**src/isaPkg.sv**
```systemverilog
// ----------------------------------------
// Instruction-set constants for the branch
// decode slice. Only the jump opcodes are
// listed here; all other opcodes decode as
// non-jumps.
// ----------------------------------------
`default_nettype none

package isaPkg;

  localparam int ipWidth = 48;     // Instruction address.
  localparam int instrWidth = 48;  // Longest instruction word.

  // Two-bit length code carried beside the instruction.
  typedef enum logic [1:0] {
    lenShort   = 2'b00,  // 2 bytes.
    lenMid     = 2'b01,  // 4 bytes.
    lenIllegal = 2'b10,
    lenLong    = 2'b11   // 6 bytes.
  } lenCode_e;

  typedef enum logic [2:0] {
    jkNone   = 3'd0,
    jkCond   = 3'd1,
    jkUncond = 3'd2,
    jkCall   = 3'd3,
    jkRet    = 3'd4,
    jkIndir  = 3'd5
  } jumpKind_e;

  // Bits 3..1 pick the flag test, bit 0 inverts it.
  typedef enum logic [3:0] {
    condZ      = 4'd0,
    condNz     = 4'd1,
    condC      = 4'd2,
    condNc     = 4'd3,
    condN      = 4'd4,
    condNn     = 4'd5,
    condV      = 4'd6,
    condNv     = 4'd7,
    condCz     = 4'd8,   // C or Z.
    condNcz    = 4'd9,
    condLt     = 4'd10,  // N xor V.
    condGe     = 4'd11,
    condLe     = 4'd12,  // (N xor V) or Z.
    condGt     = 4'd13,
    condAlways = 4'd14,
    condNever  = 4'd15
  } cond_e;

  // ----------------------------------------
  // Opcodes
  // ----------------------------------------
  localparam logic [3:0] opCondBase = 4'hA;  // A0..AF, low nibble is the condition.

  typedef enum logic [7:0] {
    opJmp   = 8'hB5,
    opGroup = 8'hB6   // Sub-operation in bits 15..13.
  } opcode_e;

  typedef enum logic [2:0] {
    subIndir = 3'd0,
    subCall  = 3'd1,
    subRet   = 3'd3
  } groupOp_e;

endpackage

`default_nettype wire
```
**src/frontPkg.sv**
```systemverilog
// ----------------------------------------
// Records passed between the front-end
// decode blocks. The return stack depth must
// be a power of two, since the pointer wraps.
// ----------------------------------------
`default_nettype none

package frontPkg;

  localparam int rasDepth = 8;                     // Return stack entries.
  localparam int rasPtrWidth = $clog2(rasDepth);
  localparam int rasCntWidth = rasPtrWidth + 1;    // Counts 0..rasDepth.

  // Output of the opcode decoder.
  typedef struct packed {
    isaPkg::jumpKind_e kind;
    isaPkg::cond_e     cond;
  } jumpInfo_t;

  // Output of the length-code classifier.
  typedef struct packed {
    logic [2:0]                 len;      // Bytes.
    logic [isaPkg::ipWidth-1:0] offset;   // Sign-extended, bit 0 clear.
    logic                       illegal;
  } classInfo_t;

  // Registered resolver result.
  typedef struct packed {
    logic [isaPkg::ipWidth-1:0] nextIp;
    logic                       taken;
    logic                       illegal;
    logic                       rasUnderflow;
  } branchResult_t;

endpackage

`default_nettype wire

```
**src/branchDecodeTop.sv**
```systemverilog
// ----------------------------------------
// Branch-decode slice. Result appears one
// cycle after valid, with no back-pressure.
// ----------------------------------------
`timescale 1ns/100ps
`default_nettype none

module branchDecodeTop (
  input  logic                          clk,
  input  logic                          rstN,
  input  logic                          valid,
  input  logic [isaPkg::instrWidth-1:0] instr,
  input  isaPkg::lenCode_e              magic,
  input  logic [isaPkg::ipWidth-1:0]    ip,
  input  logic [3:0]                    flags,     // N, Z, C, V.
  input  logic [isaPkg::ipWidth-1:0]    regTarget,
  output logic                          outValid,
  output frontPkg::branchResult_t       result
);

  import frontPkg::*;

  jumpInfo_t  jump;
  classInfo_t info;

  jumpDecoder uJumpDecoder (
    .instr (instr),
    .jump  (jump)
  );

  instrClassifier uInstrClassifier (
    .instr (instr),
    .magic (magic),
    .info  (info)
  );

  branchResolver uBranchResolver (
    .clk       (clk),
    .rstN      (rstN),
    .valid     (valid),
    .ip        (ip),
    .flags     (flags),
    .regTarget (regTarget),
    .jump      (jump),
    .info      (info),
    .outValid  (outValid),
    .result    (result)
  );

endmodule

`default_nettype wire

```
**src/branchResolver.sv**
```systemverilog
// ----------------------------------------
// Evaluates the condition, picks the next
// fetch address and keeps a circular return
// stack. One registered stage; a full stack
// overwrites its oldest entry on a call.
// ----------------------------------------
`timescale 1ns/100ps
`default_nettype none

module branchResolver (
  input  logic                       clk,
  input  logic                       rstN,
  input  logic                       valid,
  input  logic [isaPkg::ipWidth-1:0] ip,
  input  logic [3:0]                 flags,
  input  logic [isaPkg::ipWidth-1:0] regTarget,
  input  frontPkg::jumpInfo_t        jump,
  input  frontPkg::classInfo_t       info,
  output logic                       outValid,
  output frontPkg::branchResult_t    result
);

  import isaPkg::*;
  import frontPkg::*;

  logic               n, z, c, v;
  logic [3:0]         condBits;
  logic               condTest;
  logic               condHolds;
  logic [ipWidth-1:0] fallThru;
  logic [ipWidth-1:0] relTarget;
  logic [ipWidth-1:0] target;
  logic               taken;
  logic               underflow;
  logic               push;
  logic               pop;
  branchResult_t      nextRes;

  logic [ipWidth-1:0]     ras [rasDepth];
  logic [rasPtrWidth-1:0] rasPtr;    // Next free slot.
  logic [rasPtrWidth-1:0] topPtr;
  logic [rasCntWidth-1:0] rasCount;
  logic                   rasEmpty;
  logic                   rasFull;

  assign {n, z, c, v} = flags;
  assign condBits     = jump.cond;

  // ----------------------------------------
  // Condition test
  // ----------------------------------------
  always_comb begin
    case (condBits[3:1])
      3'd0:    condTest = z;
      3'd1:    condTest = c;
      3'd2:    condTest = n;
      3'd3:    condTest = v;
      3'd4:    condTest = c | z;
      3'd5:    condTest = n ^ v;
      3'd6:    condTest = (n ^ v) | z;
      default: condTest = 1'b1;
    endcase
    condHolds = condTest ^ condBits[0];  // Odd codes invert.
  end

  assign fallThru  = ip + ipWidth'(info.len);
  assign relTarget = ip + info.offset;

  assign topPtr   = rasPtr - 1'b1;
  assign rasEmpty = (rasCount == '0);
  assign rasFull  = (rasCount == rasCntWidth'(rasDepth));

  // ----------------------------------------
  // Target selection
  // ----------------------------------------
  always_comb begin
    taken     = 1'b0;
    target    = relTarget;
    underflow = 1'b0;
    push      = 1'b0;
    pop       = 1'b0;
    if (!info.illegal) begin
      case (jump.kind)
        jkCond:   taken = condHolds;
        jkUncond: taken = 1'b1;
        jkCall: begin
          taken = 1'b1;
          push  = 1'b1;
        end
        jkIndir: begin
          taken  = 1'b1;
          target = regTarget;
        end
        jkRet: begin
          if (rasEmpty) begin
            underflow = 1'b1;  // Falls through.
          end else begin
            taken  = 1'b1;
            target = ras[topPtr];
            pop    = 1'b1;
          end
        end
        default: ;
      endcase
    end
    nextRes.nextIp       = info.illegal ? ip : (taken ? target : fallThru);
    nextRes.taken        = taken;
    nextRes.illegal      = info.illegal;
    nextRes.rasUnderflow = underflow;
  end

  // ----------------------------------------
  // Output register and stack control
  // ----------------------------------------
  always_ff @(posedge clk) begin
    if (!rstN) begin
      outValid <= 1'b0;
      result   <= '0;
      rasPtr   <= '0;
      rasCount <= '0;
    end else begin
      outValid <= valid;
      if (valid) result <= nextRes;
      if (valid && push) begin
        rasPtr <= rasPtr + 1'b1;  // Wraps over the oldest.
        if (!rasFull) rasCount <= rasCount + 1'b1;
      end else if (valid && pop) begin
        rasPtr   <= topPtr;
        rasCount <= rasCount - 1'b1;
      end
    end
  end

  // Return addresses.
  always_ff @(posedge clk) begin
    if (valid && push) ras[rasPtr] <= fallThru;
  end

endmodule

`default_nettype wire

```
**src/instrClassifier.sv**
```systemverilog
// ----------------------------------------
// Length-code decode. Gives the byte length,
// the sign-extended jump offset (shifted
// left by one) and the illegal flag.
// An illegal code gives length 0, offset 0.
// ----------------------------------------
`timescale 1ns/100ps
`default_nettype none

module instrClassifier (
  input  logic [isaPkg::instrWidth-1:0] instr,
  input  isaPkg::lenCode_e              magic,
  output frontPkg::classInfo_t          info
);

  import isaPkg::*;

  logic [ipWidth-1:0] offShort;
  logic [ipWidth-1:0] offMid;
  logic [ipWidth-1:0] offLong;

  // Offset fields per length, halfword scaled.
  assign offShort = {{(ipWidth-9){instr[15]}}, instr[15:8], 1'b0};
  assign offMid   = {{(ipWidth-17){instr[31]}}, instr[31:16], 1'b0};
  assign offLong  = {{(ipWidth-33){instr[47]}}, instr[47:16], 1'b0};

  always_comb begin
    info.illegal = 1'b0;
    case (magic)
      lenShort: begin
        info.len    = 3'd2;
        info.offset = offShort;
      end
      lenMid: begin
        info.len    = 3'd4;
        info.offset = offMid;
      end
      lenLong: begin
        info.len    = 3'd6;
        info.offset = offLong;
      end
      default: begin  // lenIllegal.
        info.len     = 3'd0;
        info.offset  = '0;
        info.illegal = 1'b1;
      end
    endcase
  end

endmodule

`default_nettype wire

```
**src/jumpDecoder.sv**
```systemverilog
// ----------------------------------------
// Opcode decode into jump kind and condition.
// Purely combinational. The length code is
// not looked at here; illegal lengths are
// handled in the resolver.
// ----------------------------------------
`timescale 1ns/100ps
`default_nettype none

module jumpDecoder (
  input  logic [isaPkg::instrWidth-1:0] instr,
  output frontPkg::jumpInfo_t           jump
);

  import isaPkg::*;

  logic [7:0] opcode;
  logic [2:0] subOp;
  logic       isCondJump;
  logic       isUncondJump;
  logic       isGroup;

  assign opcode = instr[7:0];
  assign subOp  = instr[15:13];  // Only meaningful for the group opcode.

  // ----------------------------------------
  // Opcode match
  // ----------------------------------------
  assign isCondJump   = (opcode[7:4] == opCondBase);
  assign isUncondJump = (opcode == opJmp);
  assign isGroup      = (opcode == opGroup);

  // ----------------------------------------
  // Kind and condition
  // ----------------------------------------
  always_comb begin
    jump.kind = jkNone;
    jump.cond = condAlways;  // Default for everything but A0..AF.
    if (isCondJump) begin
      jump.kind = jkCond;
      jump.cond = cond_e'(opcode[3:0]);
    end else if (isUncondJump) begin
      jump.kind = jkUncond;
    end else if (isGroup) begin
      case (subOp)
        subIndir: jump.kind = jkIndir;
        subCall:  jump.kind = jkCall;
        subRet:   jump.kind = jkRet;
        default:  jump.kind = jkNone;  // Unused group slots.
      endcase
    end
  end

endmodule

`default_nettype wire

```
**config.mk**
```make
export PLATFORM = sky130hd
export DESIGN_NAME = branchDecodeTop
export DESIGN_NICKNAME = d
export VERILOG_FILES = /design/src/isaPkg.sv /design/src/frontPkg.sv /design/src/branchDecodeTop.sv /design/src/branchResolver.sv /design/src/instrClassifier.sv /design/src/jumpDecoder.sv
export SDC_FILE = /design/constraint.sdc
export NUM_CORES = 1
export LEC_CHECK = 0
export ABC_CLOCK_PERIOD_IN_PS = 9000
export BUFFER_PORTS_ARGS = -buffer_cell sky130_fd_sc_hd__buf_2
export CAP_MARGIN = 25
export CELL_PAD_IN_SITES_DETAIL_PLACEMENT = 1
export CELL_PAD_IN_SITES_GLOBAL_PLACEMENT = 1
export CORE_ASPECT_RATIO = 0.6
export CORE_MARGIN = 2
export CORE_UTILIZATION = 49
export CTS_BUF_LIST = sky130_fd_sc_hd__clkbuf_4 sky130_fd_sc_hd__clkbuf_8 sky130_fd_sc_hd__clkbuf_16
export DETAILED_ROUTE_END_ITERATION = 12
export PLACE_DENSITY_LB_ADDON = 0.15
export SKIP_LAST_GASP = 1
export SLEW_MARGIN = 20
export SYNTH_ARGS = -nofsm -noshare
export SYNTH_HDL_FRONTEND = slang
export SYNTH_SLANG_ARGS = --single-unit
```
**constraint.sdc**
```tcl
create_clock -name clk -period 9 [get_ports clk]
set_input_delay 0 -clock clk [delete_from_list [all_inputs] [get_ports clk]]
set_output_delay 0 -clock clk [all_outputs]
set_load 0.02 [all_outputs]
```
# Word level (Yosys, flattened, before mapping)
# Memories as Yosys holds them, arrays and structs flattened.
# Cells that the tools add are included.
dict set report totals {
  mem_bits_rw 384
  out_inout_bits 52
  regBits 59
  in_bits 153
  elab_cells 77
  n_memories 1
}
# memory words width rd rd_ports_with_merged_regs write_ports line_no
set memory_table {}
lappend memory_table {uBranchResolver.ras 8 48 1 0 1 branchResolver.sv:39} ;# logic [ipWidth-1:0] ras [rasDepth];
dict set report op_classes {
  muxes 29
  bitwise 4
  n_addsub 6
  reduce_logical 10
  n_eq_ne 20
}
# operator n
set op_table {}
lappend op_table {{$pmux 51 s3} 1}
lappend op_table {{$mux 48} 3}
lappend op_table {{$pmux 48 s2} 1}
lappend op_table {{$add 48x3->48} 1}
lappend op_table {{$add 48x48->48} 1}
lappend op_table {{$eq 8x8->1 const B} 2}
lappend op_table {{$mux 4} 4}
lappend op_table {{$eq 3x2->1 const B} 5}
lappend op_table {{$eq 3x3->1 const B} 5}
lappend op_table {{$mux 3} 5}
lappend op_table {{$mux 1} 12}
lappend op_table {{$eq 3x1->1 const B} 3}
lappend op_table {{$pmux 3 s3} 1}
lappend op_table {{$eq 4x4->1 const B} 2}
lappend op_table {{$pmux 1 s7} 1}
lappend op_table {{$logic_not 3->1} 2}
lappend op_table {{$reduce_or 3->1} 2}
lappend op_table {{$add 4x1->4 const B} 1}
lappend op_table {{$logic_not 4->1} 1}
lappend op_table {{$sub 4x1->4 const B} 1}
lappend op_table {{$add 3x1->3 const B} 1}
lappend op_table {{$pmux 1 s3} 1}
lappend op_table {{$sub 3x1->3 const B} 1}
lappend op_table {{$eq 2x1->1 const B} 1}
lappend op_table {{other kinds (8)} 11}

# Depth between registers and ports, before layout
dict set report logic_depth {
  ltp_word 11
  ltp_mapped 18
}

# By module
# From an unflattened synthesis, not the netlist that was laid out.
dict set report unflattened {
  hier_cells 1903
  hier_area_um2 23127.2
}
# module instances area_per_inst_um2 cells_each
set by_module_without_submodules {}
lappend by_module_without_submodules {branchResolver 1 22434.0 1788}
lappend by_module_without_submodules {instrClassifier 1 585.6 101}
lappend by_module_without_submodules {jumpDecoder 1 107.6 14}

# Least setup slack after synthesis
# No wires, ideal clock.
dict set report synth_timing {
  kind {register to register}
  startpoint {register uBranchResolver.rasPtr[0]}
  endpoint {memory uBranchResolver.ras[0][0], enable pin}
  path_stages_with_launch 5
  setup_ns 0.573
  t_required_ns 8.427
  setup_slack_ns 2.722
  path_buffers 3
  t_arrival_ns 5.705
  path_cell_list {dfxtp_1 -> buf_2 -> buf_2 -> clkbuf_1 -> nor4_1}
}
# element line_no
set synth_rtl {}
lappend synth_rtl {{from (decl)} branchResolver.sv:40} ;# logic [rasPtrWidth-1:0] rasPtr;
lappend synth_rtl {{from (signal assigned)} branchResolver.sv:125} ;# rasPtr <= rasPtr + 1'b1;
lappend synth_rtl {{from (signal assigned)} branchResolver.sv:128} ;# rasPtr <= topPtr;
lappend synth_rtl {{to (decl)} branchResolver.sv:39}
# No word-level cell before the write port.

# Worst setup path in the final report
dict set report layout_timing {
  startpoint {input magic[0]}
  endpoint {register uBranchResolver.result[50] (netlist name)}
}
dict set report layout_via {
  elab_chain_len 7
}
# element line_no
set layout_lines {}
lappend layout_lines {{from (decl)} branchDecodeTop.sv:13} ;# input isaPkg::lenCode_e magic,
lappend layout_lines {{$eq 2x2->1, or another cell as far along} instrClassifier.sv:29} ;# case (magic)
lappend layout_lines {{$pmux 51 s3} instrClassifier.sv:29}
lappend layout_lines {{$add 48x48->48} branchResolver.sv:67} ;# assign relTarget = ip + info.offset;
lappend layout_lines {{$mux 48} branchResolver.sv:95} ;# if (rasEmpty) begin
lappend layout_lines {{$pmux 48 s2} branchResolver.sv:83} ;# case (jump.kind)
lappend layout_lines {{$mux 48} branchResolver.sv:106} ;# nextRes.nextIp = info.illegal ? ip : (taken ? target : fallThru);
lappend layout_lines {{$mux 48 *} branchResolver.sv:106}
# Every way passes the cells marked *; elsewhere a longest branch is shown, timed or not.
# A chain may end at the register's enable or synchronous reset.

==> out/qor.csv <==
metric,value,unit
status,"finished, final reports clean",
fp.dieW,280,um
syn_nets,1940,
routed_wl,80600,um
maxCapViolCount,0,
numCtsBuffers,42,
hold_ws,0.0150,ns
setup-violations-final,0,
synthXorXnorAreaFrac,3.35,%
cts_tree,done,
synth_compound_area_share,12.6,%
slew_headroom,25.4,%
synth_edf_count,384,
row_count,60,
yosys_most_used_dff,edfxtp_1,
viasPerCell,6.62,
synth_fa_ha_area_share,3.40,%
clk_latency,0.59,ns
placed_cell_area,24100,um^2
synth_top_cells_by_area,"edfxtp_1, mux4_2, dfxtp_1, ha_1, a21oi_1",
reg2reg_slack,4.77,ns
die_y,170,um
wl_per_cell,31.0,um
cp_max_fo,40,
place_congestion,0.983,
syn_area,22400,um^2
endpoint_kind,register,
cp.arrival,5.20,ns
hold_path_depth,5,
antenna_found_initial,4,
power,4.69,mW
netlist_top_cells_count,"edfxtp_1, nand2_1, a21oi_1",
timing.rr.end,uBranchResolver.result[50],
startpoint,magic[0],
final_cells,2601,
worst_r2r_path_depth,10,
grt_pass1_wl,116000,um
drive_above_1_share,22.7,%
place_inst,2455,
finalCriticalPeriod,4.66,ns
crit_type,in -> reg,
cts_sinks,443,
synth_mux_area_share,12.1,%
ios,205,
grt_usage,33.9,%
grt-ovfl-total,0,
holdPathEnd,uBranchResolver.result[21],
ys_ff_latch,443,
peakVddDrop,0.173,mV
dpl.hpwl,54900,um
htreeDepth,2,
worstMarginPinSlew,1.11,ns
ys_types,94,
finalHoldViolCount,0,
final_nets,2193,
final_util,58.1,%
io_buffers,204,
fin_ws,4.34,ns
async_flop_share,0,%
powerDensity,180,nW/um^2
syn_inst,1728,
startpoint_type,input port,
die_area,47500,um^2
drc_errors,0,
coreArea,45000,um^2
leakagePower,9.49,nW
grt_max_degree,103,
pre_cts_slack,4.17,ns
vias,17225,
fin_skew,0.0349,ns
maxSlewViolCount,0,
setup_tns,0,ns
initial_core_util,49.8,%
yosysMostFrequentCell,edfxtp_1,
drt-pass1-iter-count,5,
cts-root-buf,clkbuf_16,
finalCritPeriodShare,51.8,%
ctsLongestPathBuffers,3,
fmax,0.215,GHz
area_growth_syn_to_layout,16.6,%
fin_area,26100,um^2
r2r-start,uBranchResolver.rasPtr[1],
synth-simple-area-share,9.14,%
min_from,regTarget[18],
synth_top_area_share,51.5,%
rsz0062_at_grt,false,
required,9.54,ns
yosysWarningCount,0,
path_clk_slew,0.07,ns
drtIter0Drc,2059,
hold_path_class,in -> reg,
avgSynthCellArea,13.0,um^2
synth_top_family_by_area,compound AO/OA/AOI/OAI gates,
drtAntennaViolNets,0,
yosysTopAreaCell,edfxtp_1,
grt_pass1_vias,17107,
synth-seq-area-share,56.8,%
power breakdown:
group          switching (mW)  internal, mW  leakage, nW  total [mW]
Sequential             0.0135          2.25         3.94        2.26
Combinational           0.422         0.214         4.88       0.636
Clock                   0.793          1.00        0.670        1.79
Total                    1.23          3.47         9.49        4.69
final cells by class:
type                       instances  area [um^2]
inverter                          34          128
tap                              589          737
multi-input combinational       1154         9220
sequential                       443        12700
timing repair buffer             306         1970
fill                            4518        18900
clock buffer                      50         1110
antenna                            2         5.00
clock inverter                    23          239
per-layer routing:
metal | wire length [um] | part of all wire [%] | GRT usage, % | vias up
met3 | 9940 | 12 | 11.2 | 182
met1 | 34000 | 42 | 48.9 | 8726
met2 | 33200 | 41 | 47.2 | 1047
met5 | 16 | 0.020 | 0 | -
met4 | 3540 | 4.4 | 13.7 | 2
li1 | - | - | - | 7268
worst max-delay path by stage:
stage,end,cells past startpoint
3_5_place_dp,uBranchResolver.result[50],16
3_3_place_gp,uBranchResolver.result[50],16
4_1_cts,uBranchResolver.result[50],17
2_1_floorplan,uBranchResolver.ras[0][0],4
6_report,uBranchResolver.result[50],18
5_1_grt,uBranchResolver.result[50],18
logic make-up after synthesis:
logic type | count (synthesis)
adders and majority gates | 59
xor gates and xnor gates | 84
AOI/OAI and AO/OA | 432
buffers and inverters | 131
muxes | 149
and+or+nand+nor | 430
DFF | 443
critical path: stages:
cell,delay [ns]
buf_2,0.12
inv_1,0.08
ha_2,0.35
buf_4,0.49
nor2b_1,0.25
a22o_1,0.30
ha_1,0.22
fa_1,0.47
a211oi_1,0.29
o21bai_1,0.11
a21oi_1,0.36
o21ai_0,0.16
o211ai_1,0.46
a31oi_1,0.23
a211oi_1,0.35
o22ai_1,0.14
a211oi_1,0.22
dlygate4sd3_1,0.57
state kept, by name (all words and copies together) (netlist names):
register                  count
uBranchResolver.rasCount      4
uBranchResolver.ras         384
uBranchResolver.outValid      1
uBranchResolver.result       51
uBranchResolver.rasPtr        3
cells in the final DEF (no fill, tap or decap), types with 54 or more instances in the layout:
| cell type | n |
|---|---|
| dfxtp_1 | 58 |
| o21ai_0 | 93 |
| edfxtp_1 | 384 |
| ha_1 | 54 |
| buf_2 | 204 |
| nor2_1 | 105 |
| dlygate4sd3_1 | 67 |
| nand2_1 | 153 |
| a21oi_1 | 117 |
| xnor2_1 | 55 |
| mux4_2 | 97 |
timing repair:
item	CTS	global route
hold endpoints to repair	53	0
hold buffers	67	0
buffers inserted	0	0
gates resized for setup	0	0
Note: power is estimated with default switching activity, not from simulation.
